[config.mk]
export PLATFORM = sky130hd
export DESIGN_NAME = prog_loader
export DESIGN_NICKNAME = d
export VERILOG_FILES = /design/src/verilog/fetch_cfg.svh /design/src/verilog/mem_bus_pkg.sv /design/src/verilog/prog_loader.sv
export SDC_FILE = /design/constraint.sdc
export NUM_CORES = 1
export LEC_CHECK = 0
export BUFFER_PORTS_ARGS = -buffer_cell sky130_fd_sc_hd__buf_4
export CAP_MARGIN = 20
export CORE_UTILIZATION = 45
export CTS_CLUSTER_SIZE = 20
export DETAILED_ROUTE_END_ITERATION = 10
export HOLD_SLACK_MARGIN = 0.12
export PLACE_DENSITY = 0.8
export SLEW_MARGIN = 25
export SYNTH_ARGS = -nofsm -noshare
export SYNTH_HDL_FRONTEND = slang
export SYNTH_SLANG_ARGS = --single-unit
[constraint.sdc]
create_clock -name clk -period 2.35 [get_ports clk]
set_input_delay 0.1175 -clock clk [delete_from_list [all_inputs] [get_ports clk]]
set_output_delay 0.1175 -clock clk [all_outputs]
set_load 0.02 [all_outputs]
[src/verilog/fetch_cfg.svh]
`ifndef FETCH_CFG_SVH
`define FETCH_CFG_SVH

// Depth of the shared instruction and program memory, in 32-bit words
`define FETCH_MEM_WORDS 256

// Byte address fetched first after reset
`define FETCH_RESET_PC 32'h0000_0000

// Byte address of the interrupt handler entry
`define FETCH_IRQ_VECTOR 32'h0000_0004

// Canonical NOP is addi x0, x0, 0
`define FETCH_NOP 32'h0000_0013

`endif
[src/verilog/mem_bus_pkg.sv]
`default_nettype none

package mem_bus_pkg;

    // Request into the shared memory
    // Byte address, always word aligned
    typedef struct packed {
        logic        we;
        logic [31:0] addr;
        logic [31:0] wdata;
    } mem_req_t;

    // Read data back from the memory
    typedef struct packed {
        logic [31:0] rdata;
    } mem_rsp_t;

    // One word of the program load stream
    // first set starts a new block at addr
    // Otherwise addr is ignored and the loader auto-increments
    typedef struct packed {
        logic        first;
        logic [31:0] addr;
        logic [31:0] data;
    } load_word_t;

endpackage

`default_nettype wire

[src/verilog/prog_loader.sv]
`timescale 1ns/10ps
`default_nettype none

module prog_loader
    import mem_bus_pkg::*;
(
    input  logic       clk,
    input  logic       rst_n,
    input  logic       load_valid,
    output logic       load_ready,
    input  load_word_t load_in,
    output logic       req_valid,
    input  logic       req_ready,
    output mem_req_t   req
);

    logic        pend_q;
    mem_req_t    pend_req_q;
    logic [31:0] addr_q;
    logic [31:0] addr_use;
    logic        accept;

    // One write in flight at most
    assign load_ready = !pend_q;
    assign accept     = load_valid && load_ready;

    // New block restarts the counter
    assign addr_use = load_in.first ? load_in.addr : addr_q;

    always_ff @(posedge clk) begin
        if (!rst_n) begin
            pend_q <= 1'b0;
            addr_q <= '0;
        end else if (accept) begin
            pend_q <= 1'b1;
            addr_q <= addr_use + 32'd4;
        end else if (req_ready) begin
            // Grant retires the write
            pend_q <= 1'b0;
        end
    end

    // Write payload, no reset
    always_ff @(posedge clk) begin
        if (accept) begin
            pend_req_q <= '{we: 1'b1, addr: addr_use, wdata: load_in.data};
        end
    end

    assign req_valid = pend_q;
    assign req       = pend_req_q;

endmodule

`default_nettype wire

Word level (Yosys, flattened, before mapping)
Index checks and enable logic that the tools add are counted.
Cells by class
  multiplexer cells: 3
  reductions and logical operators: 3
  add/sub/neg operators: 1
Operators with widths (number)
  32-bit by 3-bit adder with 32-bit output (second input constant): 1
  32-bit 2-to-1 mux: 1
  1-bit 2-to-1 mux: 2
  2-bit nonzero test: 1
  1-bit logical AND: 1
  1-bit logical NOT: 1
Storage, ports and cells
  register bits: 97
  logic and storage cells: 11

Logic depth before layout (Yosys ltp)
  word-level depth: 3
  gate-level depth with buffers: 12
  gate-level depth less buffers: 7

Worst setup path after synthesis
Ideal clock, no wire load.
  path type: register -> register
  start: register pend_q, in the netlist req_valid
  end: register addr_q[29]
  buffers on the path: 2
  setup slack: -0.434 ns
  arrival: 2.722 ns
  cell stages (with the launch flop): 9
  path through: dfxtp_1 > inv_2 > nand2_1 > inv_2 > buf_2 > nand2_1 > clkbuf_1 > or4_1 > nand3_1
On the way
  word-level cells in the longest chain between the ends: 2
Ends and longest elaborated chain
  start: declaration: RTL line prog_loader.sv:17  | logic pend_q;
  start signal: assignment: RTL line prog_loader.sv:32  | pend_q <= 1'b0;
  start signal: assignment: RTL line prog_loader.sv:35  | pend_q <= 1'b1;
  start signal: assignment: RTL line prog_loader.sv:39  | pend_q <= 1'b0;
  1-bit logical NOT: RTL line prog_loader.sv:24  | assign load_ready = !pend_q;
  via load_ready: RTL line prog_loader.sv:10  | output logic load_ready,
  1-bit logical AND: RTL line prog_loader.sv:25  | assign accept = load_valid && load_ready;
  via accept: RTL line prog_loader.sv:21  | logic accept;
  end signal: assignment: RTL line prog_loader.sv:36  | addr_q <= addr_use + 32'd4;
  end: declaration: RTL line prog_loader.sv:19  | logic [31:0] addr_q;
The timed path passes the listed nets, and every way through them passes these cells.
A chain may end at the register's enable or synchronous reset.

Final worst setup path
  start: register addr_q[3]
  end: register addr_q[24]
On the way
  word-level cells in the longest chain between the ends: 2
Ends and longest elaborated chain
  32-bit 2-to-1 mux: RTL line prog_loader.sv:28  | assign addr_use = load_in.first ? load_in.addr : addr_q;
  via addr_use[3]: RTL line prog_loader.sv:20  | logic [31:0] addr_use;
  32-bit by 3-bit adder with 32-bit output: RTL line prog_loader.sv:36
The timed path passes the listed nets, and every way through them passes these cells.

==> flow_metrics.py <==
metrics = {
    "power_and_ir_drop": {
        "p_leak_nw": 2.58,
        "p_per_area_mw_per_mm2": 603,
        "p_total_mw": 3.83,
        "vdd_drop_max_mv": 0.344,
    },
    "setup_path": {
        "worstPathArrival_ns": 2.38,
        "rr_startpoint": "addr_q[3]$_SDFFE_PN0P_",
        "worstSetupStartpointType": "register",
        "worstSetupPathType": "reg2reg",
        "reg2reg_depth": 8,
        "cp_max_fo": 6,
        "critPathRequiredTime_ns": 2.67,
        "reg2reg_slack_ns": 0.29,
        "cp-end-kind": "register",
        "reg2reg_to": "addr_q[24]$_SDFFE_PN0P_",
    },
    "route": {
        "wl_per_cell_um": 17.1,
        "ant_nets": 0,
        "num_vias": 3802,
        "drt-total-wl_um": 11900,
        "drt_iter0_drc": 228,
        "viasPerCell": 5.47,
        "route.detailed.drc": 0,
        "first_pass_iters": 5,
    },
    "die": {
        "num_io_pins": 136,
        "dieArea_sq_mm": 0.0102,
        "rows": 35,
        "coreArea_sq_mm": 0.00937,
        "fp.dieH_um": 101,
        "initial_core_util_pct": 47.2,
        "die_w_um": 101,
    },
    "cells_and_area": {
        "antennaDiodeCount": 0,
        "nets": 631,
        "drive_gt1_share_pct": 34.8,
        "final_area_sq_mm": 0.00635,
        "fillers": 690,
        "area_delta_synth_final_pct": 43.6,
    },
    "yosys": {
        "ys_seq_elements": 97,
        "netlist_area_sq_mm": 0.00442,
        "synthTopCellsByArea": "edfxtp_1 (43%), dfxtp_1 (15%), mux2_2 (6.9%), nand3_1 (6.0%), nand2_1 (2.7%)",
        "synth-edff-count": 64,
        "yosysTopAreaCell": "edfxtp_1",
        "syn_nets": 442,
        "seq_area_frac_synth_pct": 58.4,
        "synthFlopType": "edfxtp_1",
        "yosys_warnings": 0,
        "synthArstFlopShare_pct": 0,
        "ys_types": 47,
        "synthCells": 372,
        "synth_top_area_share_pct": 43.5,
        "avgSynthCellArea_sq_um": 11.9,
    },
    "grt": {
        "track_usage_pct": 23.7,
        "grt_pass1_vias": 3647,
        "grt_max_degree": 73,
        "grt.overflow.total": 0,
        "antenna_found_initial": 0,
        "grt_first_pass_wirelength_um": 18500,
    },
    "run": {
        "maxCapViolCount": 0,
    },
    "worst_hold_path": {
        "worstHoldEndpoint": "req[35]$_DFFE_PP_",
        "hp-class": "in2reg",
        "hold_depth": 2,
        "hold_start": "load_in[35]",
    },
    "sta": {
        "hold_viol": 0,
        "drv_slew": 0,
        "final.setup.tns_ns": 0,
        "fin_crit_sh_pct": 87.8,
        "rsz0062_at_grt": "false",
        "skew_ns": 0.0113,
        "period_minus_slack_ns": 2.06,
        "worst_pin_slew_ns": 0.906,
        "max_freq_mhz": 485,
        "slew_headroom_pct": 39.6,
        "setup_viol": 0,
    },
    "place": {
        "dp_hpwl_um": 7510,
        "gp_congestion": 0.834,
        "placed_cell_area_sq_mm": 0.00559,
        "port-buffer-count": 134,
    },
    "clocking": {
        "clock_latency_ns": 0.37,
        "cts_sinks": 97,
        "cts_buffers": 9,
        "path_clk_slew_ns": 0.10,
        "cts_tree": "yes",
        "h-tree-depth": 3,
        "cts_buffer_depth": 2,
        "root_buffer": "clkbuf_8",
    },
    "run_status": {
        "status": "complete, no violations",
    },
}
==> flip-flops by register name, indices dropped and copies added (netlist names) <==
name	cells
req	64
addr_q	32
req_valid	1
==> area by class of cell <==
class | instances | area [sq um] | area share (%)
tap | 129 | 161 | 2.54
multi-input combinational | 245 | 1710 | 27.0
sequential | 97 | 2580 | 40.7
clock buffer | 9 | 124 | 1.95
clock inverter | 7 | 87.6 | 1.38
timing repair buffer | 200 | 1650 | 26.0
inverter | 8 | 30.0 | 0.473
==> stage by stage <==
| step | util, % | instances | setup WS, ns | hold slack [ns] |
|---|---|---|---|---|
| floorplan | - | 372 | 0.0243 | 0.216 |
| finish | 67.7 | 695 | 0.287 | 0.136 |
| detailed placement | 59.6 | 624 | 0.304 | 0.297 |
| CTS | 67.7 | 695 | 0.270 | 0.123 |
| global placement | 59.6 | 624 | 0.370 | 0.296 |
| global route | 67.7 | 695 | 0.119 | 0.125 |
==> synth_stat cells, types with 4 or more instances <==
master,number
edfxtp_1,64
nand3_1,53
dfxtp_1,33
nand2_1,32
mux2_2,27
nand3b_1,11
nand4_1,11
o211ai_1,11
clkbuf_1,10
buf_2,9
nor2_1,9
or4_1,9
a22oi_1,7
and2_1,6
inv_1,6
o21ai_0,6
mux2i_1,5
nand4b_1,5
o21ai_1,5
xnor2_1,5
xor2_1,5
and3_1,4
==> layout by cell type (no fill, tap or decap), types with 2 or more instances in the layout <==
| master | synthesis | routed |
|---|---|---|
| a21boi_1 | 3 | 3 |
| a21oi_1 | 3 | 3 |
| a22oi_1 | 7 | 7 |
| a22oi_2 | 2 | 2 |
| a31oi_1 | 3 | 3 |
| and2_1 | 6 | 6 |
| and3_1 | 4 | 4 |
| and4_1 | 2 | 2 |
| buf_4 | 1 | 144 |
| clkbuf_8 | 0 | 9 |
| clkinv_4 | 0 | 4 |
| dfxtp_1 | 33 | 33 |
| dlygate4sd3_1 | 0 | 55 |
| edfxtp_1 | 64 | 64 |
| inv_1 | 6 | 6 |
| inv_2 | 2 | 2 |
| inv_8 | 0 | 2 |
| mux2_2 | 27 | 25 |
| mux2_4 | 0 | 2 |
| mux2i_1 | 5 | 5 |
| nand2_1 | 32 | 32 |
| nand3_1 | 53 | 53 |
| nand3b_1 | 11 | 11 |
| nand4_1 | 11 | 11 |
| nand4b_1 | 5 | 5 |
| nor2_1 | 9 | 9 |
| nor3b_1 | 2 | 2 |
| o211a_1 | 2 | 2 |
| o211ai_1 | 11 | 11 |
| o21ai_0 | 6 | 6 |
| o21ai_1 | 5 | 5 |
| o311ai_1 | 2 | 2 |
| o31ai_1 | 3 | 3 |
| or4_1 | 9 | 9 |
| xnor2_1 | 5 | 5 |
| xor2_1 | 5 | 5 |
==> power breakdown <==
part	leakage (nW)	internal, mW	switching (mW)
clock network	0.107	0.514	0.631
registers	0.890	1.95	0.0573
logic	1.58	0.326	0.353
==> worst max-delay path, stage by stage, from the launching register on <==
cell and delay (ns):
dfxtp_1 0.42, mux2_4 0.20, ha_4 0.15, nand4_1 0.12
a22oi_2 0.21, buf_4 0.18, nand4_1 0.16, or4_1 0.50
nand3_1 0.08
==> repair_timing <==
action,CTS,global route
setup endpoints to repair,0,0
hold buffers,55,0
setup buffers,0,0
gates resized for setup,0,0
endpoints found under the hold margin,55,0
==> worst max path at each step <==
stage                      startpoint  slack [ns]                 endpoint  depth (start not counted)
2_1_floorplan             load_in[64]        0.02  addr_q[28]$_SDFFE_PN0P_                         12
3_3_place_gp   addr_q[2]$_SDFFE_PN0P_        0.37  addr_q[24]$_SDFFE_PN0P_                          8
3_5_place_dp   addr_q[3]$_SDFFE_PN0P_        0.30  addr_q[24]$_SDFFE_PN0P_                          8
4_1_cts        addr_q[3]$_SDFFE_PN0P_        0.27  addr_q[24]$_SDFFE_PN0P_                          8
5_1_grt        addr_q[3]$_SDFFE_PN0P_        0.12  addr_q[24]$_SDFFE_PN0P_                          8
6_report       addr_q[3]$_SDFFE_PN0P_        0.29  addr_q[24]$_SDFFE_PN0P_                          8
==> routing by layer <==
layer	vias to the layer above	routed length (um)	track usage [%]
li1	1806	-	-
met2	181	5700	39.5
met4	0	311	11.3
met5	-	0	0
met3	28	948	4.30
met1	1787	4900	29.8
==> logic make-up (layout without fill, tap and decap cells) <==
| family | after synthesis | count (layout) | synth area share (%) |
|---|---|---|---|
| multiplexers | 32 | 32 | 8.01 |
| adder cells (fa/ha/maj) | 1 | 1 | 0.283 |
| other | 1 | 1 | 0.0848 |
| flip-flops | 97 | 97 | 58.4 |
| buffers and inverters | 30 | 224 | 3.31 |
| XOR/XNOR | 10 | 10 | 1.98 |
| AND/OR/NAND/NOR | 148 | 148 | 19.3 |
| AO/OA/AOI/OAI | 53 | 53 | 8.63 |
Power figures use the tool's default switching activity.
