<file path="src/verilog/fetch_cfg.svh">
`ifndef FETCH_CFG_SVH
`define FETCH_CFG_SVH

// Depth of the shared instruction and program memory, in 32-bit words
`define FETCH_MEM_WORDS 256

// Byte address fetched first after reset
`define FETCH_RESET_PC 32'h0000_0000

// Byte address of the interrupt handler entry
`define FETCH_IRQ_VECTOR 32'h0000_0004

// Canonical NOP is addi x0, x0, 0
`define FETCH_NOP 32'h0000_0013

`endif
</file>
<file path="src/verilog/mem_bus_pkg.sv">
`default_nettype none

package mem_bus_pkg;

    // Request into the shared memory
    // Byte address, always word aligned
    typedef struct packed {
        logic        we;
        logic [31:0] addr;
        logic [31:0] wdata;
    } mem_req_t;

    // Read data back from the memory
    typedef struct packed {
        logic [31:0] rdata;
    } mem_rsp_t;

    // One word of the program load stream
    // first set starts a new block at addr
    // Otherwise addr is ignored and the loader auto-increments
    typedef struct packed {
        logic        first;
        logic [31:0] addr;
        logic [31:0] data;
    } load_word_t;

endpackage

`default_nettype wire

</file>
<file path="src/verilog/rv_isa_pkg.sv">
`default_nettype none

package rv_isa_pkg;

    // Major opcode of the SYSTEM group (ecall, ebreak, csr ops)
    localparam logic [6:0] OPC_SYSTEM = 7'b111_0011;

    // I-type field layout, msb first
    typedef struct packed {
        logic [11:0] imm;
        logic [4:0]  rs1;
        logic [2:0]  funct3;
        logic [4:0]  rd;
        logic [6:0]  opcode;
    } i_fields_t;

    // One instruction word, seen as raw bits or as I-type fields
    typedef union packed {
        logic [31:0] raw;
        i_fields_t   i;
    } instr_t;

    // Packet handed to decode
    typedef struct packed {
        logic [31:0] pc_curr;
        logic [31:0] pc_next;
        logic [31:0] instr;
    } fetch_pkt_t;

    // ebreak is SYSTEM with imm 1 and every other field zero
    function automatic logic is_ebreak(instr_t w);
        return (w.i.opcode == OPC_SYSTEM) && (w.i.imm == 12'd1) &&
               (w.i.rs1 == 5'd0) && (w.i.funct3 == 3'd0) && (w.i.rd == 5'd0);
    endfunction

endpackage

`default_nettype wire

</file>
<file path="src/verilog/fetch_unit.sv">
`timescale 1ns/10ps
`default_nettype none

`include "fetch_cfg.svh"

module fetch_unit
    import rv_isa_pkg::*;
    import mem_bus_pkg::*;
(
    input  logic        clk,
    input  logic        rst_n,
    input  logic        run,
    input  logic        branch,
    input  logic [31:0] branch_target,
    input  logic        interrupt,
    input  logic        rti,
    input  logic        rsi,
    // Memory request side
    output logic        req_valid,
    input  logic        req_ready,
    output mem_req_t    req,
    input  logic        rsp_valid,
    input  mem_rsp_t    rsp,
    // Packet stream to decode
    output logic        out_valid,
    input  logic        out_ready,
    output fetch_pkt_t  out_pkt,
    output logic        halted
);

    // Next address to fetch
    logic [31:0] pc_q;
    // Saved return address for rti
    logic [31:0] ret_q;
    // Outstanding read, its pc and the epoch it was issued in
    logic        os_q;
    logic [31:0] os_pc_q;
    logic        os_epoch_q;
    // Flips on every redirect
    logic        epoch_q;
    logic        epoch_nxt;
    // Output register
    logic        out_valid_q;
    fetch_pkt_t  out_pkt_q;
    logic        halted_q;

    logic        redirect;
    logic [31:0] redir_pc;
    logic [31:0] oldest_pc;
    logic        req_fire;
    logic        out_fire;
    logic        rsp_ok;
    logic        out_ebrk;
    instr_t      rsp_word;
    instr_t      out_word;
    logic [31:0] instr_fix;

    // Any redirect pulse acts as the flush
    assign redirect  = interrupt || rti || branch;
    assign epoch_nxt = epoch_q ^ redirect;

    // Redirect priority, interrupt first
    always_comb begin
        if (interrupt) begin
            redir_pc = `FETCH_IRQ_VECTOR;
        end else if (rti) begin
            redir_pc = ret_q;
        end else begin
            redir_pc = branch_target;
        end
    end

    assign out_fire = out_valid_q && out_ready;
    assign out_word = out_pkt_q.instr;
    assign out_ebrk = out_valid_q && is_ebreak(out_word);

    // Issue only with nothing outstanding and room in the output register
    // Stop behind a pending ebreak so nothing follows it
    assign req_valid = run && !halted_q && !os_q && !out_ebrk &&
                       (!out_valid_q || out_ready);
    assign req_fire  = req_valid && req_ready;
    assign req       = '{we: 1'b0, addr: pc_q, wdata: 32'd0};

    // Compare against the epoch after this edge
    // Responses in or after a redirect cycle are dropped
    assign rsp_ok = rsp_valid && os_q && (os_epoch_q == epoch_nxt);

    // All-zero word becomes the canonical NOP
    assign rsp_word  = rsp.rdata;
    assign instr_fix = (rsp_word.raw == 32'd0) ? `FETCH_NOP : rsp_word.raw;

    // Oldest instruction not yet handed to decode
    always_comb begin
        if (out_valid_q && !out_ready) begin
            oldest_pc = out_pkt_q.pc_curr;
        end else if (os_q && (os_epoch_q == epoch_q)) begin
            oldest_pc = os_pc_q;
        end else begin
            oldest_pc = pc_q;
        end
    end

    always_ff @(posedge clk) begin
        if (!rst_n) begin
            pc_q        <= `FETCH_RESET_PC;
            ret_q       <= '0;
            os_q        <= 1'b0;
            epoch_q     <= 1'b0;
            out_valid_q <= 1'b0;
            halted_q    <= 1'b0;
        end else begin
            epoch_q <= epoch_nxt;

            // Redirect wins over sequential advance
            if (redirect) begin
                pc_q <= redir_pc;
            end else if (req_fire) begin
                pc_q <= pc_q + 32'd4;
            end

            if (req_fire) begin
                os_q <= 1'b1;
            end else if (rsp_valid) begin
                os_q <= 1'b0;
            end

            // Packet sent this cycle still counts before the flush
            if (redirect) begin
                out_valid_q <= 1'b0;
            end else if (rsp_ok) begin
                out_valid_q <= 1'b1;
            end else if (out_fire) begin
                out_valid_q <= 1'b0;
            end

            if (redirect) begin
                halted_q <= 1'b0;
            end else if (out_fire && out_ebrk) begin
                halted_q <= 1'b1;
            end

            // interrupt beats a simultaneous rsi
            if (interrupt) begin
                ret_q <= oldest_pc;
            end else if (rsi) begin
                ret_q <= '0;
            end
        end
    end

    // Payload registers
    always_ff @(posedge clk) begin
        if (req_fire) begin
            os_pc_q    <= pc_q;
            os_epoch_q <= epoch_q;
        end
        if (rsp_ok) begin
            out_pkt_q <= '{pc_curr: os_pc_q, pc_next: os_pc_q + 32'd4, instr: instr_fix};
        end
    end

    assign out_valid = out_valid_q;
    assign out_pkt   = out_pkt_q;
    assign halted    = halted_q;

endmodule

`default_nettype wire

</file>
<file path="config.mk">
export PLATFORM = sky130hd
export DESIGN_NAME = fetch_unit
export DESIGN_NICKNAME = d
export VERILOG_FILES = /design/src/verilog/mem_bus_pkg.sv /design/src/verilog/rv_isa_pkg.sv /design/src/verilog/fetch_unit.sv
export VERILOG_INCLUDE_DIRS = /design/src /design/src/verilog
export SDC_FILE = /design/constraint.sdc
export NUM_CORES = 1
export LEC_CHECK = 0
export BUFFER_PORTS_ARGS = -buffer_cell sky130_fd_sc_hd__buf_2
export CORE_UTILIZATION = 35
export DETAILED_ROUTE_END_ITERATION = 6
export PLACE_DENSITY = 0.57
export SYNTH_ARGS = -nofsm -noshare
export SYNTH_HDL_FRONTEND = slang
export SYNTH_SLANG_ARGS = --single-unit
</file>
<file path="constraint.sdc">
create_clock -name clk -period 5.57 [get_ports clk]
set_clock_uncertainty 0.15 [all_clocks]
set_input_delay 0.8355 -clock clk [delete_from_list [all_inputs] [get_ports clk]]
set_output_delay 0.8355 -clock clk [all_outputs]
set_load 0.05 [all_outputs]
</file>
# Word level (Yosys, flattened, before mapping)
# Cells that the tools add are included.
[op_classes] n_addsub=2 eq_ne=4 n_mux=12 bitwise_logic=2 n_reduce_logical=33
[op_table] operator="$mux 32" n=8
[op_table] operator="$add 32x3->32 const B" n=2
[op_table] operator="$logic_not 32->1" n=1
[op_table] operator="$logic_and 1x1->1" n=16
[op_table] operator="$eq 12x1->1 const B" n=1
[op_table] operator="$logic_not 5->1" n=2
[op_table] operator="$reduce_bool 2->1" n=4
[op_table] operator="$eq 7x7->1 const B" n=1
[op_table] operator="$logic_not 1->1" n=5
[op_table] operator="$mux 1" n=4
[op_table] operator="$logic_not 3->1" n=1
[op_table] operator="$logic_or 1x1->1" n=3
[op_table] operator="$eq 1x1->1" n=2
[op_table] operator="$reduce_or 2->1" n=1
[op_table] operator="$not 1->1" n=1
[op_table] operator="$xor 1x1->1" n=1
[word_totals] register_bits=197 out_inout_bits=164

# Longest topological paths before layout
[logic_depth] depth_word=12 depth_mapped=8 depth_no_buf=7

# Worst setup path before layout
# No wires, ideal clock.
[synth_path] path_type="input to register" start="input interrupt" end="register out_pkt_q (netlist bit out_pkt[34]), enable pin" arrival_ns=3.528 required_time_ns=4.972 slack_ns=1.444 cell_stages=5 path_cell_list="clkbuf_1 -> nor3_2 -> xnor2_1 -> nand3_1 -> inv_1"
[synth_via] elab_chain_len=5
[synth_rtl] item="start: declaration" line_no="fetch_unit.sv:15" text="input logic interrupt,"
[synth_rtl] item="$logic_or 1x1->1 (2 in a row)" line_no="fetch_unit.sv:59" text="assign redirect = interrupt || rti || branch;"
[synth_rtl] item="$xor 1x1->1" line_no="fetch_unit.sv:60" text="assign epoch_nxt = epoch_q ^ redirect;"
[synth_rtl] item="$eq 1x1->1" line_no="fetch_unit.sv:86" text="assign rsp_ok = rsp_valid && os_q && (os_epoch_q == epoch_nxt);"
[synth_rtl] item="$logic_and 1x1->1" line_no="fetch_unit.sv:86"
[synth_rtl] item="net rsp_ok" line_no="fetch_unit.sv:52" text="logic rsp_ok;"
[synth_rtl] item="end signal: assignment" line_no="fetch_unit.sv:158" text="out_pkt_q <= '{pc_curr: os_pc_q, pc_next: os_pc_q + 32'd4, instr: instr_fix};"
[synth_rtl] item="end: declaration" line_no="fetch_unit.sv:44" text="fetch_pkt_t out_pkt_q;"
# The timed path passes the listed nets, and every way through them passes these cells.
# A chain may end at the register's enable or synchronous reset.

# Worst setup path after layout
[layout_path] start="input out_ready" end="output req_valid"
[layout_via] elab_chain_len=2
[layout_rtl] item="start: declaration" line_no="fetch_unit.sv:26" text="input logic out_ready,"
[layout_rtl] item="$logic_or 1x1->1" line_no="fetch_unit.sv:80" text="(!out_valid_q || out_ready);"
[layout_rtl] item="$logic_and 1x1->1" line_no="fetch_unit.sv:79" text="assign req_valid = run && !halted_q && !os_q && !out_ebrk &&"
[layout_rtl] item="end: declaration" line_no="fetch_unit.sv:19" text="output logic req_valid,"
# Every way passes these cells.

==> results.cfg <==
[critical_path]
r2r_slack_ps = 2310
timing.rr.end = os_pc_q[20]
cp.required_ps = 4580
startpoint = out_ready
start_kind = input pin
cp_max_fo = 66
ff2ff_path_depth = 6
critical_path_class = in -> out
arrival_ps = 2280
endpoint_kind = output pin
rr_startpoint = out_word[22]
crit_path_end = req_valid

[finish]
syn2layout_area_growth_pct = 18.7
drive_gt1_share_pct = 26.0
nNetsFinal = 1073
final_core_util_pct = 42.5
fillers = 2481

[route]
vias = 6912
first_pass_iters = 5
dr.first_iter.drc_count = 605
routed_wl_mm = 24.8
drc = 0
viasPerCell = 5.15
ant_nets = 0
wl_per_cell_um = 18.5

[yosys]
ys_seq_area_share_pct = 57.0
ys_top_cells_by_count = 127 x edfxtp_1, 98 x nor2_1, 81 x a21oi_1
synth.avg_cell_area_um2 = 10.8
yosysTopAreaCellShare_pct = 42.0
ys.flop_type = edfxtp_1
synth_most_common_cell = edfxtp_1
synth.largest_area_cell = edfxtp_1
ys_ff_latch = 195
synth.area.top_cells = edfxtp_1 42%, dfxtp_1 15%, mux2i_1 6.2%
synth_edf_count = 127
synth.distinct_cells = 53
yosys_warnings = 0
syn-instance-count = 841
async_flop_share_pct = 0
syn_area_um2 = 9080

[clock_tree]
clock-sinks = 195
ctsResizeCount = 0
postCtsSetupRepairBufs = 0
cts_made_buffers = 17
clock_latency_ps = 440
clk_pin_slew_ps = 80
cts_hold_buf = 0
cts_tree = built
cts_buffer_depth = 2
root_buffer = clkbuf_16
cts_htree_levels = 4

[floorplanning]
die_w_um = 163
core_um2 = 25300
start_util_pct = 35.9
die_y_um = 163
die_area_um2 = 26600
row_count = 58
pin_count = 238

[timing]
finalCriticalPeriod_ps = 3260
max_freq_mhz = 307
setup_violations = 0
tightestPinTransition_ps = 1180
period_share_pct = 58.5
tns_ps = 0
rsz0062_at_grt = no
hold_violations = 0
fin_ws_ps = 2310
holdWs_ps = 316
slew_headroom_pct = 21.3
slew_violations = 0

[power_and_ir_drop]
irDropWorstVdd_mv = 0.160
total_power_w = 0.00321
p_leak_nw = 4.23
p_per_area_nw_per_um2 = 298

[global_route]
grt_first_pass_wirelength_mm = 37.8
grt_pass1_vias = 6544
grt_overflow_total = 0
grt_max_degree = 74
grt_usage_pct = 18.7
antenna_found_initial = 1

[run_status]
outcome = completed

[placed_design]
dp_slack_ps = 2120
portBuffers = 204
hpwl_mm = 17.4
gp_congestion = 0.807

[run]
drv_cap = 0

[hold_path]
hold_class = reg -> reg
==> kinds of logic after synthesis <==
logic type,Yosys count,synth area share [%]
flip-flops,195,57.0
multiplexers,58,6.42
AO/OA/AOI/OAI,168,11.7
XOR/XNOR,32,3.09
other,1,0.0413
adder cells (fa/ha/maj),2,0.276
buffers and inverters,121,6.70
AND/OR/NAND/NOR,264,14.8
==> worst max-delay path: stages <==
cell,delay (ps)
buf_2,80
nand2b_2,110
buf_4,570
nand3_1,180
nor2_1,200
buf_2,290
==> sequential cells by signal, summed over array words and instances (netlist names) <==
name        count
ret_q          32
halted          1
os_q            1
out_valid       1
os_pc_q        32
epoch_q         1
os_epoch_q      1
out_word       32
out_pkt        62
pc_q           32
==> power by group <==
part	leakage (nW)	total [W]	internal (W)	switching, W
Sequential	1.71	0.00161	0.00158	0.0000369
Combinational	2.21	0.000317	0.0000848	0.000232
Clock	0.303	0.00128	0.000622	0.000658
==> worst min-delay path by stage <==
stage / start / to / slack, ps / cells after the start
final: os_pc_q[1] / out_pkt[65] / 320 / 0
after CTS: os_pc_q[1] / out_pkt[65] / 310 / 0
after detailed placement: os_pc_q[1] / out_pkt[65] / 300 / 0
after global routing: os_pc_q[1] / out_pkt[65] / 340 / 0
after floorplan: os_pc_q[0] / out_pkt[64] / 280 / 0
after global placement: os_pc_q[1] / out_pkt[65] / 280 / 0
==> routing by layer <==
metal	part of all wire [%]	global-route usage, %	wire [um]	vias up
li1	-	-	-	3327
met1	47	26.4	11600	3349
met2	47	29.6	11700	230
met3	5.3	3.58	1320	6
met4	0.54	4.25	134	0
met5	0	0	0	-
==> area by class of cell <==
type	instances	area (um2)	area share (%)
Clock buffer	17	425	3.95
Antenna cell	1	2.50	0.0232
Multi-Input combinational cell	557	3420	31.8
Clock inverter	15	194	1.80
Inverter	12	47.5	0.441
Sequential cell	195	5170	48.0
Timing Repair Buffer	214	1100	10.2
Tap cell	330	413	3.83
==> layout by cell type (no fill, tap or decap), drive strengths merged, types with 3 or more instances in the layout <==
cell type  synthesis  routed
nor2              98      98
clkinv             1       6
or2                7       7
clkbuf            59      17
dfxtp             68      68
and3               8       8
nand4             16      16
xor2               7       7
nor3              10      10
inv               11      21
a21oi             82      82
edfxtp           127     127
xnor2             25      25
conb               1      33
o211ai            11      11
nor3b             32      32
o22a               3       3
o311ai            13      13
or3                3       3
a22oi              6       6
and4               3       3
mux2i             56      56
nand2             42      42
nand3             22      22
buf               50     214
o21ai             30      30
o32a              14      14
nor4              15      15
==> through the flow <==
stage	std cells	cell area [um2]
5_1_grt	1341	10800
2_1_floorplan	873	9200
6_report	1341	10800
3_3_place_gp	1308	10200
3_5_place_dp	1308	10200
4_1_cts	1340	10800
Note: power is estimated with default switching activity, not from simulation.
