File: config.mk
export PLATFORM = sky130hd
export DESIGN_NAME = mem_arbiter
export DESIGN_NICKNAME = d
export VERILOG_FILES = /design/src/verilog/fetch_cfg.svh /design/src/verilog/mem_bus_pkg.sv /design/src/verilog/mem_arbiter.sv
export SDC_FILE = /design/constraint.sdc
export NUM_CORES = 1
export LEC_CHECK = 0
export ABC_CLOCK_PERIOD_IN_PS = 4200
export BUFFER_PORTS_ARGS = -buffer_cell sky130_fd_sc_hd__buf_2
export CORE_AREA = 2 2 102 104
export CTS_BUF_LIST = sky130_fd_sc_hd__clkbuf_4 sky130_fd_sc_hd__clkbuf_8
export DETAILED_ROUTE_END_ITERATION = 8
export DIE_AREA = 0 0 104 106
export PLACE_DENSITY_LB_ADDON = 0.25
export SETUP_SLACK_MARGIN = 0.15
export SYNTH_ARGS = -nofsm -noshare
export SYNTH_HDL_FRONTEND = slang
export SYNTH_SLANG_ARGS = --single-unit
File: constraint.sdc
create_clock -name clk -period 4.2 [get_ports clk]
set_input_delay 1.05 -clock clk [delete_from_list [all_inputs] [get_ports clk]]
set_output_delay 1.05 -clock clk [all_outputs]
set_load 0.01 [all_outputs]
File: src/verilog/fetch_cfg.svh
`ifndef FETCH_CFG_SVH
`define FETCH_CFG_SVH

// Depth of the shared instruction and program memory, in 32-bit words
`define FETCH_MEM_WORDS 256

// Byte address fetched first after reset
`define FETCH_RESET_PC 32'h0000_0000

// Byte address of the interrupt handler entry
`define FETCH_IRQ_VECTOR 32'h0000_0004

// Canonical NOP is addi x0, x0, 0
`define FETCH_NOP 32'h0000_0013

`endif
File: src/verilog/mem_bus_pkg.sv
`default_nettype none

package mem_bus_pkg;

    // Request into the shared memory
    // Byte address, always word aligned
    typedef struct packed {
        logic        we;
        logic [31:0] addr;
        logic [31:0] wdata;
    } mem_req_t;

    // Read data back from the memory
    typedef struct packed {
        logic [31:0] rdata;
    } mem_rsp_t;

    // One word of the program load stream
    // first set starts a new block at addr
    // Otherwise addr is ignored and the loader auto-increments
    typedef struct packed {
        logic        first;
        logic [31:0] addr;
        logic [31:0] data;
    } load_word_t;

endpackage

`default_nettype wire

File: src/verilog/mem_arbiter.sv
`timescale 1ns/10ps
`default_nettype none

module mem_arbiter
    import mem_bus_pkg::*;
(
    input  logic     clk,
    input  logic     rst_n,
    // Loader port, writes only
    input  logic     ld_req_valid,
    output logic     ld_req_ready,
    input  mem_req_t ld_req,
    // Fetch port, reads only
    input  logic     fe_req_valid,
    output logic     fe_req_ready,
    input  mem_req_t fe_req,
    output logic     fe_rsp_valid,
    output mem_rsp_t fe_rsp,
    // Memory side
    output logic     mem_en,
    output mem_req_t mem_req,
    input  mem_rsp_t mem_rsp
);

    // Set when fetch won the last granted cycle
    logic last_fe_q;
    // Fetch read granted last cycle, data due now
    logic fe_rd_q;

    // Tie goes to whoever did not win last
    // A lone requester wins at once
    assign ld_req_ready = ld_req_valid && (!fe_req_valid || last_fe_q);
    assign fe_req_ready = fe_req_valid && (!ld_req_valid || !last_fe_q);

    assign mem_en  = ld_req_ready || fe_req_ready;
    assign mem_req = fe_req_ready ? fe_req : ld_req;

    always_ff @(posedge clk) begin
        if (!rst_n) begin
            last_fe_q <= 1'b0;
            fe_rd_q   <= 1'b0;
        end else begin
            // Only a real grant moves the round-robin pointer
            if (fe_req_ready) begin
                last_fe_q <= 1'b1;
            end else if (ld_req_ready) begin
                last_fe_q <= 1'b0;
            end
            fe_rd_q <= fe_req_ready && !fe_req.we;
        end
    end

    // Memory has one cycle read latency, so data lines up with the flag
    assign fe_rsp_valid = fe_rd_q;
    assign fe_rsp       = mem_rsp;

endmodule

`default_nettype wire

# After elaboration in Yosys (flattened, before gate mapping)
# Cells that the tools add are included.
[classes]
mux = 3
reduce_logical = 11
[ops]
columns = ["cell", "n"]
rows = [
  ["65-bit 2-to-1 mux", 1],
  ["1-bit zero test", 4],
  ["1-bit logical AND", 3],
  ["1-bit logical OR", 3],
  ["1-bit 2-to-1 mux", 2],
  ["2-bit nonzero test", 1],
]
[totals]
register_bits = 2
out_inout_bits = 101

# Depth between registers and ports, before layout
# Gate-level depths: netlist of run 1.
[depth]
word_depth = 5
depth_mapped = 4
depth_no_buf = 2

# Worst setup path after synthesis of run 1
# No wires, ideal clock.
[synth_path]
kind = "in2out"
start = "input port fe_req_valid"
end = "output port mem_req[25] (netlist name)"
arrival_ps = 1870
setup_slack_ps = 1280
path_stages = 4
n_path_buf = 2
cell_sequence = "a21boi_4 > buf_6 > buf_12 > mux2_4"
[synth_rtl]
columns = ["item", "line", "rtl"]
rows = [
  ["start: declaration", "mem_arbiter.sv:14", "input logic fe_req_valid,"],
  ["end: declaration", "mem_arbiter.sv:21", "output mem_req_t mem_req,"],
]

==> results of run 1 <==
-- cells in the mapped netlist, drive strengths merged --
master | count | area, sq um
mux2 | 65 | 845
buf | 39 | 334
a21boi | 2 | 26.3
dfxtp | 2 | 40.0
nand2b | 2 | 12.5
and2 | 1 | 6.26
and3b | 1 | 8.76
or2 | 1 | 6.26
-- final cells by class --
cell class	instances	area (sq um)	share of cell area
diodes	1	2.50	0.00114
multi-input cells	72	905	0.413
clock buffers	3	41.3	0.0189
repair buffers	203	1030	0.471
flip-flops and latches	2	40.0	0.0183
well taps	136	170	0.0777
-- worst min path at each step --
stage	from	slack [ns]	depth (start not counted)	endpoint
3_5_place_dp	last_fe_q$_SDFFE_PN0P_	0.52	2	last_fe_q$_SDFFE_PN0P_
2_1_floorplan	last_fe_q$_SDFFE_PN0P_	0.50	2	last_fe_q$_SDFFE_PN0P_
6_report	last_fe_q$_SDFFE_PN0P_	0.52	2	last_fe_q$_SDFFE_PN0P_
4_1_cts	last_fe_q$_SDFFE_PN0P_	0.53	2	last_fe_q$_SDFFE_PN0P_
5_1_grt	last_fe_q$_SDFFE_PN0P_	0.56	2	last_fe_q$_SDFFE_PN0P_
3_3_place_gp	last_fe_q$_SDFFE_PN0P_	0.53	2	last_fe_q$_SDFFE_PN0P_
-- sequential cells by signal (all words and copies together) (netlist names) --
register      flops
last_fe_q         1
fe_rsp_valid      1
-- cells by family after synthesis --
family                 Yosys count  synth area share
buffers and inverters           39             0.261
and+or+nand+nor                  5            0.0264
DFF                              2            0.0313
AOI/OAI and AO/OA                2            0.0206
muxes                           65             0.660
-- stage by stage --
stage | hold slack, ns | cell area [sq um] | util | total power (W)
2_1_floorplan | 0.497 | 1280 | - | 0.000195
3_3_place_gp | 0.532 | 2150 | 0.215 | 0.000270
3_5_place_dp | 0.518 | 2150 | 0.215 | 0.000272
4_1_cts | 0.526 | 2190 | 0.219 | 0.000352
5_1_grt | 0.559 | 2190 | 0.219 | 0.000371
6_report | 0.522 | 2190 | 0.219 | 0.000344
-- metal layers --
| layer | wire length (um) | vias to the layer above | share of wire | track usage |
|---|---|---|---|---|
| met5 | 0 | - | 0 | 0 |
| met1 | 1480 | 625 | 0.33 | 0.0707 |
| li1 | - | 703 | - | - |
| met2 | 2170 | 151 | 0.49 | 0.121 |
| met3 | 787 | 0 | 0.18 | 0.0460 |
| met4 | 0 | 0 | 0 | 0.0174 |
-- power groups by stage --
stage / clock [W] / sequential, W / combinational [W]
after floorplan: 0 / 0.0000215 / 0.000174
after global placement: 0 / 0.0000214 / 0.000249
after detailed placement: 0 / 0.0000214 / 0.000251
after CTS: 0.0000792 / 0.0000212 / 0.000252
after global routing: 0.0000821 / 0.0000212 / 0.000267
final: 0.0000762 / 0.0000211 / 0.000247
-- critical path: cells and delay by family --
family	cells	cell delay [ns]
AO/OA/AOI/OAI	1	0.17
multiplexers	1	0.39
buffers and inverters	3	0.63
==> flow_summary.json, run 1 <==
{
  "outcome": "finished clean",
  "r2r-start": "last_fe_q$_SDFFE_PN0P_",
  "rsz0062_at_grt": "no",
  "syn_avg_cell_area_sq_um": 11.3,
  "switching_power_w": 0.000113,
  "drt_pass1_iterations": 3,
  "synth_seq_cells": 2,
  "holdBufCountCts": 0,
  "initial_core_util": 0.128,
  "grt-ovfl-total": 0,
  "gp_congestion": 0.680,
  "cts_setup_buffers": 0,
  "pwr-share-seq": 0.061,
  "grt_pass1_vias": 1374,
  "critical_path_required_ns": 3.15,
  "tns_ns": 0,
  "grt.total_usage": 0.0703,
  "worstSetupStartpoint": "ld_req_valid",
  "reg2reg_slack_ns": 3.09,
  "slew_viol_final": 0,
  "ys_seq_area_frac": 0.0313,
  "hp-class": "flip-flop to flip-flop",
  "report.final.setup_viol": 0,
  "io_pins": 267,
  "endpoint": "mem_req[7]",
  "fmax_mhz": 301,
  "fin_cells": 417,
  "routed_via_density": 3.55,
  "wire_per_inst_um": 10.7,
  "place_inst": 413,
  "p_int_w": 0.000231,
  "drt_wl_total_um": 4440,
  "dp_hpwl_um": 3870,
  "cts_resized": 0,
  "path_class": "input pin to output port",
  "cpMostUsedCell": "buf_2",
  "crit_slowest_cell": "mux2_2",
  "cts_buffer_depth": 2,
  "final-hold-violation-count": 0,
  "clkPwrFrac": 0.221,
  "sw_frac_of_total": 0.328,
  "dp_worst_setup_slack_ns": 0.873,
  "core_area_sq_mm": 0.0100,
  "die_area_sq_mm": 0.0110,
  "crit_chain": "buf_2 > a21boi_4 > buf_12 > mux2_2 > buf_2",
  "grt_max_degree": 68,
  "cts_root_buf": "clkbuf_8",
  "ant_nets": 0,
  "grt_pass1_wl_um": 6440,
  "synthDistinctLibCells": 12,
  "setup_ws_ns": 0.876,
  "drc_errors": 0,
  "final_cell_mix": "202 x buf_2, 35 x mux2_2, 30 x mux2_4",
  "std_cell_rows": 37,
  "die_w_um": 104,
  "timing.reg2reg.worst_path_depth": 3,
  "r2r-end": "fe_rsp_valid$_SDFF_PN0_",
  "yosys_warnings": 0,
  "finalCritPeriodShare": 0.791,
  "power.leakage_nw": 1.25,
  "insertion_delay_ns": 0.21,
  "syn-num-nets": 279,
  "antenna_found_initial": 1,
  "slew_headroom": 0.729,
  "num_vias": 1479,
  "worst_slew_pin_slew_ns": 0.406,
  "htree_levels": 1,
  "end_kind": "output port",
  "final_common_cell": "buf_2",
  "period_needed_ns": 3.32,
  "cpPeakStageDelay_ns": 0.39,
  "p_per_area_mw_per_mm2": 157,
  "numCtsBuffers": 3,
  "arrival_ns": 2.27,
  "cts_tree": "done",
  "syn_inst": 113,
  "critPathLaunchType": "input pin",
  "ir_worst_vdd_v": 0.0000614,
  "io_buffer_count": 202,
  "areaGrowthSynthToFinish_pct": 71.2,
  "p_comb_frac": 0.717,
  "netlist_area_sq_mm": 0.00128,
  "crit_fanout": 67,
  "fillCellCount": 1135,
  "drive_gt1_frac": 0.975,
  "finClkSkew_ns": 0.0000267,
  "drv_cap": 0,
  "clkTransAtPathRegs_ns": 0.03,
  "die_h_um": 106,
  "drt_iter0_markers": 28,
  "nets": 448,
  "cts.sinks": 2
}
No activity file was read; power rests on OpenSTA's default activity.
==> run 2, diff against run 1 <==
--- a/config.mk
+++ b/config.mk
@@ -5,12 +5,13 @@
 export SDC_FILE = /design/constraint.sdc
 export NUM_CORES = 1
 export LEC_CHECK = 0
-export ABC_CLOCK_PERIOD_IN_PS = 4200
+export ABC_AREA = 1
+export ABC_CLOCK_PERIOD_IN_PS = 3000
 export BUFFER_PORTS_ARGS = -buffer_cell sky130_fd_sc_hd__buf_2
-export CORE_AREA = 2 2 102 104
+export CORE_AREA = 2 2 104 106
 export CTS_BUF_LIST = sky130_fd_sc_hd__clkbuf_4 sky130_fd_sc_hd__clkbuf_8
 export DETAILED_ROUTE_END_ITERATION = 8
-export DIE_AREA = 0 0 104 106
+export DIE_AREA = 0 0 106 108
 export PLACE_DENSITY_LB_ADDON = 0.25
 export SETUP_SLACK_MARGIN = 0.15
 export SYNTH_ARGS = -nofsm -noshare
==> constraint.sdc (replaced) <==
create_clock -name clk -period 3 [get_ports clk]
set_input_delay 0.75 -clock clk [delete_from_list [all_inputs] [get_ports clk]]
set_output_delay 0.75 -clock clk [all_outputs]
set_load 0.01 [all_outputs]
==> run 2 against run 1 <==
- synthesized cell count rose by 130%
- combinational power rose by 43%
- core utilization fell by 0.47 points
- worst setup slack got worse by 0.44 ns
- design area rose by 0.11%
- worst hold slack improved by 0.064 ns
- global-route usage rose by 2.6 points
- final cell count rose by 34%
- routed wire length rose by 41%
- largest power group unchanged
==> flow_summary.json, run 2 <==
{
  "outcome": "finished clean",
  "gp_congestion": 0.715,
  "crit_fanout": 55,
  "numCtsBuffers": 3,
  "drc_errors": 0,
  "grt-ovfl-total": 0,
  "io_buffer_count": 202,
  "fmax_mhz": 390,
  "die_h_um": 108,
  "final_common_cell": "buf_2",
  "use_met1": 0.100,
  "synth_async_sr_flop_share": 0,
  "critical_path_required_ns": 2.25,
  "cts_tree": "done",
  "synthDistinctLibCells": 14,
  "core_area_sq_mm": 0.0102,
  "top_usage_layer": "met2",
  "wire_per_inst_um": 11.2,
  "cts_root_buf": "clkbuf_8",
  "drv_cap": 0,
  "final_cell_mix": "202 x buf_2, 133 x nand2_1, 65 x nand3_1",
  "antenna_found_initial": 0,
  "io_pins": 267,
  "finalCritPeriodShare": 0.854,
  "drive_gt1_frac": 0.506,
  "grt.total_usage": 0.0965,
  "synthTopCellsByCount": "133 x nand2_1, 65 x nand3_1, 39 x buf_4, 10 x buf_2, 4 x inv_1",
  "synth_seq_cells": 2,
  "cts_setup_buffers": 0,
  "cts_buffer_depth": 2,
  "yosys-top-cells-area": "nand2_1 39%, nand3_1 25%, buf_4 23%",
  "syn-num-nets": 431,
  "rsz0062_at_grt": "no",
  "insertion_delay_ns": 0.21,
  "htree_levels": 1,
  "die_area_sq_mm": 0.0114,
  "holdPathStages": 3,
  "syn_avg_cell_area_sq_um": 4.85,
  "ir_worst_vdd_v": 0.0000946,
  "final-hold-violation-count": 0,
  "syn_inst": 265,
  "netlist_area_sq_mm": 0.00129,
  "yosys_warnings": 0,
  "multi_input_area_sq_um": 862,
  "ys_seq_area_frac": 0.0311,
  "grt_pass1_wl_um": 9110,
  "dp_hpwl_um": 5150,
  "power.leakage_nw": 1.48,
  "num_antenna_cells": 0,
  "grt_use_met2": 0.200,
  "grt_pass1_vias": 1978,
  "cts.sinks": 2,
  "grt_max_degree": 56,
  "path_class": "input pin to output port",
  "yosysTopAreaCell": "nand2_1",
  "synth-main-ff-cell": "dfxtp_1",
  "areaGrowthSynthToFinish_pct": 70.4,
  "p_per_area_mw_per_mm2": 222,
  "regArea_sq_um": 40.0,
  "ant_nets": 0,
  "holdBufCountCts": 0,
  "tns_ns": 0,
  "drt_pass1_iterations": 4,
  "hp-class": "flip-flop to flip-flop",
  "worst_slew_pin_slew_ns": 0.535,
  "initial_core_util": 0.126,
  "finClkSkew_ns": 0.000531,
  "nets": 591,
  "drt_iter0_markers": 160,
  "clkTransAtPathRegs_ns": 0.03,
  "synth_edf_count": 0,
  "slew_headroom": 0.643,
  "end_kind": "output port",
  "slew_viol_final": 0,
  "drt_wl_total_um": 6270,
  "period_needed_ns": 2.56,
  "arrival_ns": 1.81,
  "critPathLaunchType": "input pin",
  "routed_via_density": 3.96,
  "timing.reg2reg.worst_path_depth": 4,
  "num_vias": 2216,
  "std_cell_rows": 37,
  "p_total_w": 0.000487,
  "die_w_um": 106,
  "met3_usage": 0.0181,
  "report.final.setup_viol": 0,
  "cts_resized": 0,
  "yosys.area.top_type_share": 0.388,
  "fillCellCount": 1207,
  "yosysMostFrequentCell": "nand2_1"
}
[run 2: cell types whose count changed after synthesis, moves of 10 or more]
cell,previous run,this run
mux2_2,35,0
nand3_1,0,65
mux2_4,30,0
nand2_1,0,133
buf_2,0,10
[run 2: logic make-up (layout without fill, tap and decap cells)]
logic type,count (synthesis),in the layout,synth area share
buf+inv,58,216,0.299
simple gates,203,203,0.662
flops,2,2,0.0311
compound gates,2,2,0.00777
[run 2: final timing paths]
kind                                              from                      end  slack [ns]
worst max-delay path                      ld_req_valid              mem_req[51]        0.44
worst min register to register  last_fe_q$_SDFFE_PN0P_   last_fe_q$_SDFFE_PN0P_        0.59
worst min-delay path            last_fe_q$_SDFFE_PN0P_   last_fe_q$_SDFFE_PN0P_        0.59
worst max register to register  last_fe_q$_SDFFE_PN0P_  fe_rsp_valid$_SDFF_PN0_        1.83
[run 2: power by group]
group	internal (W)	leakage [nW]	switching, W
registers	0.0000284	0.0165	0.000000920
clock network	0.0000848	0.0216	0.0000208
logic	0.000164	1.45	0.000188
total	0.000278	1.48	0.000210
[run 2: layout make-up]
cell class,instances,area share
flip-flops and latches,2,0.0183
inverters,4,0.00685
clock buffers,3,0.0188
repair buffers,209,0.485
multi-input cells,205,0.393
well taps,136,0.0776
[run 2: per-stage QoR]
stage | worst slack [ns] | instances | hold slack [ns] | util | instance area [sq um]
2_1_floorplan | 0.878 | 265 | 0.532 | - | 1290
3_3_place_gp | 0.432 | 556 | 0.546 | 0.210 | 2150
3_5_place_dp | 0.437 | 556 | 0.580 | 0.210 | 2150
6_report | 0.439 | 559 | 0.586 | 0.214 | 2190
5_1_grt | 0.294 | 559 | 0.657 | 0.214 | 2190
4_1_cts | 0.437 | 559 | 0.587 | 0.214 | 2190
[run 2: worst max-delay path: stages]
cell and delay, ns:
buf_2 0.12, nand2_2 0.08, buf_4 0.45, nand3_1 0.12
nand2_1 0.12, buf_2 0.14
[run 2: per-layer routing]
| metal | share of wire | vias to the layer above |
|---|---|---|
| met1 | 0.35 | 932 |
| met4 | 0.0040 | 0 |
| met2 | 0.54 | 158 |
| met3 | 0.10 | 4 |
| met5 | 0 | - |
| li1 | - | 1122 |
==> run 3, diff against run 2 <==
--- a/config.mk
+++ b/config.mk
@@ -8,12 +8,13 @@
 export ABC_AREA = 1
 export ABC_CLOCK_PERIOD_IN_PS = 3000
 export BUFFER_PORTS_ARGS = -buffer_cell sky130_fd_sc_hd__buf_2
-export CORE_AREA = 2 2 104 106
+export CELL_PAD_IN_SITES_DETAIL_PLACEMENT = 1
+export CELL_PAD_IN_SITES_GLOBAL_PLACEMENT = 1
+export CORE_UTILIZATION = 11
 export CTS_BUF_LIST = sky130_fd_sc_hd__clkbuf_4 sky130_fd_sc_hd__clkbuf_8
 export DETAILED_ROUTE_END_ITERATION = 8
-export DIE_AREA = 0 0 106 108
 export PLACE_DENSITY_LB_ADDON = 0.25
-export SETUP_SLACK_MARGIN = 0.15
+export SETUP_SLACK_MARGIN = 0.02
 export SYNTH_ARGS = -nofsm -noshare
 export SYNTH_HDL_FRONTEND = slang
 export SYNTH_SLANG_ARGS = --single-unit
==> run 3 against run 2 <==
- design area grew 0.97%
- die area increased by 6.0%
- core utilization decreased by 2.0 points
- clock-buffer cell count did not move
==> flow_summary.json, run 3 (synthesized netlist as in run 2, its figures left out) <==
{
  "std_cell_rows": 39,
  "gp_congestion": 0.671,
  "core_area_sq_mm": 0.0114,
  "drive_gt1_frac": 0.506,
  "io_pins": 267,
  "die_area_sq_mm": 0.0121,
  "crit_fanout": 37,
  "num_antenna_cells": 0,
  "die_w_um": 110,
  "hp-class": "flip-flop to flip-flop",
  "fmax_mhz": 410,
  "dpl_cell_area_sq_mm": 0.00217,
  "hold_ws_ns": 0.567,
  "drt_pass1_iterations": 3,
  "outcome": "finished clean",
  "r2r-end": "fe_rsp_valid$_SDFF_PN0_",
  "areaGrowthSynthToFinish_pct": 72.1,
  "pwr-share-seq": 0.060,
  "worstHoldStart": "last_fe_q$_SDFFE_PN0P_",
  "timing.reg2reg.worst_path_depth": 4,
  "initial_core_util": 0.113,
  "num_vias": 2235,
  "min_to": "last_fe_q$_SDFFE_PN0P_",
  "cts_root_buf": "clkbuf_8",
  "sw_frac_of_total": 0.433,
  "numCtsBuffers": 3,
  "place_inst": 563,
  "grt_pass1_wl_um": 9040,
  "final_cell_mix": "202 x buf_2, 133 x nand2_1, 65 x nand3_1",
  "finClkSkew_ns": 0.00236,
  "report.final.setup_viol": 0,
  "htree_levels": 1,
  "critPathLaunchType": "input pin",
  "grt_pass1_vias": 2024,
  "end_kind": "output port",
  "final-hold-violation-count": 0,
  "die_h_um": 110,
  "drt_wl_total_um": 6660,
  "holdPathStages": 3,
  "arrival_ns": 1.69,
  "antenna_found_initial": 0,
  "drv_cap": 0,
  "reg2reg_slack_ns": 2.05,
  "multi_input_area_sq_um": 862,
  "p_comb_frac": 0.723,
  "cts.sinks": 2,
  "period_needed_ns": 2.44,
  "power.leakage_nw": 1.49,
  "cts_buffer_depth": 2,
  "slew_viol_final": 0,
  "clkPwrFrac": 0.217,
  "drc_errors": 0,
  "regArea_sq_um": 40.0,
  "drt_iter0_markers": 57,
  "switching_power_w": 0.000213,
  "p_per_area_mw_per_mm2": 223,
  "tns_ns": 0,
  "grt-ovfl-total": 0,
  "wire_per_inst_um": 11.8,
  "insertion_delay_ns": 0.21,
  "dp_hpwl_um": 5490,
  "fillCellCount": 1541,
  "p_int_w": 0.000279,
  "clkTransAtPathRegs_ns": 0.03,
  "holdBufCountCts": 0,
  "ant_nets": 0,
  "nets": 591,
  "finalCritPeriodShare": 0.814,
  "ir_worst_vdd_v": 0.0000745,
  "cts_setup_buffers": 0,
  "cts_resized": 0,
  "critical_path_required_ns": 2.25,
  "slew_headroom": 0.734,
  "worst_slew_pin_slew_ns": 0.399,
  "postLayoutCellArea_sq_mm": 0.00221,
  "rsz0062_at_grt": "no",
  "grt.total_usage": 0.0943,
  "final_common_cell": "buf_2",
  "r2r-start": "last_fe_q$_SDFFE_PN0P_",
  "io_buffer_count": 202,
  "routed_via_density": 3.95,
  "cts_tree": "done",
  "fin_cells": 566,
  "path_class": "input pin to output port",
  "grt_max_degree": 45
}
[run 3: cell counts in the layout (fill, tap and decap cells not counted)]
Identical to the previous run, type by type.
[run 3: per-layer routing]
metal / part of all wire / GRT usage
met5: 0 / 0
met4: 0.013 / 0.0282
met3: 0.12 / 0.0218
met2: 0.50 / 0.191
met1: 0.36 / 0.0940
[run 3: layout make-up]
type,count,share of cell area
clock buffers,3,0.0187
inverters,4,0.00678
multi-input cells,205,0.389
flip-flops and latches,2,0.0181
well taps,143,0.0808
repair buffers,209,0.486
[run 3: worst max path at each step]
stage	startpoint	to	depth (start not counted)
after floorplan	fe_req_valid	mem_req[53]	5
after global placement	ld_req_valid	mem_req[1]	7
after detailed placement	ld_req_valid	mem_req[41]	7
after CTS	ld_req_valid	mem_req[41]	7
after global routing	ld_req_valid	mem_req[46]	7
final	ld_req_valid	mem_req[31]	7
[run 3: through the flow]
stage	util	setup WS (ns)	total power (W)
after floorplan	-	0.878	0.000250
after global placement	0.190	0.557	0.000391
after detailed placement	0.190	0.521	0.000394
after CTS	0.194	0.529	0.000506
after global routing	0.194	0.434	0.000547
final	0.194	0.558	0.000493
[run 3: power by group through the flow]
stage	Sequential [W]	Clock [W]	Combinational [W]
final	0.0000294	0.000107	0.000356
after CTS	0.0000294	0.000112	0.000365
after floorplan	0.0000297	0	0.000220
after detailed placement	0.0000297	0	0.000364
after global placement	0.0000296	0	0.000361
after global routing	0.0000295	0.000113	0.000405
[run 3: critical path, cell delays in order]
cell and delay (ns):
buf_2 0.11, nand2_2 0.09, nand2_2 0.07, buf_4 0.35, nand2_1 0.09, nand2_1 0.07, buf_2 0.12
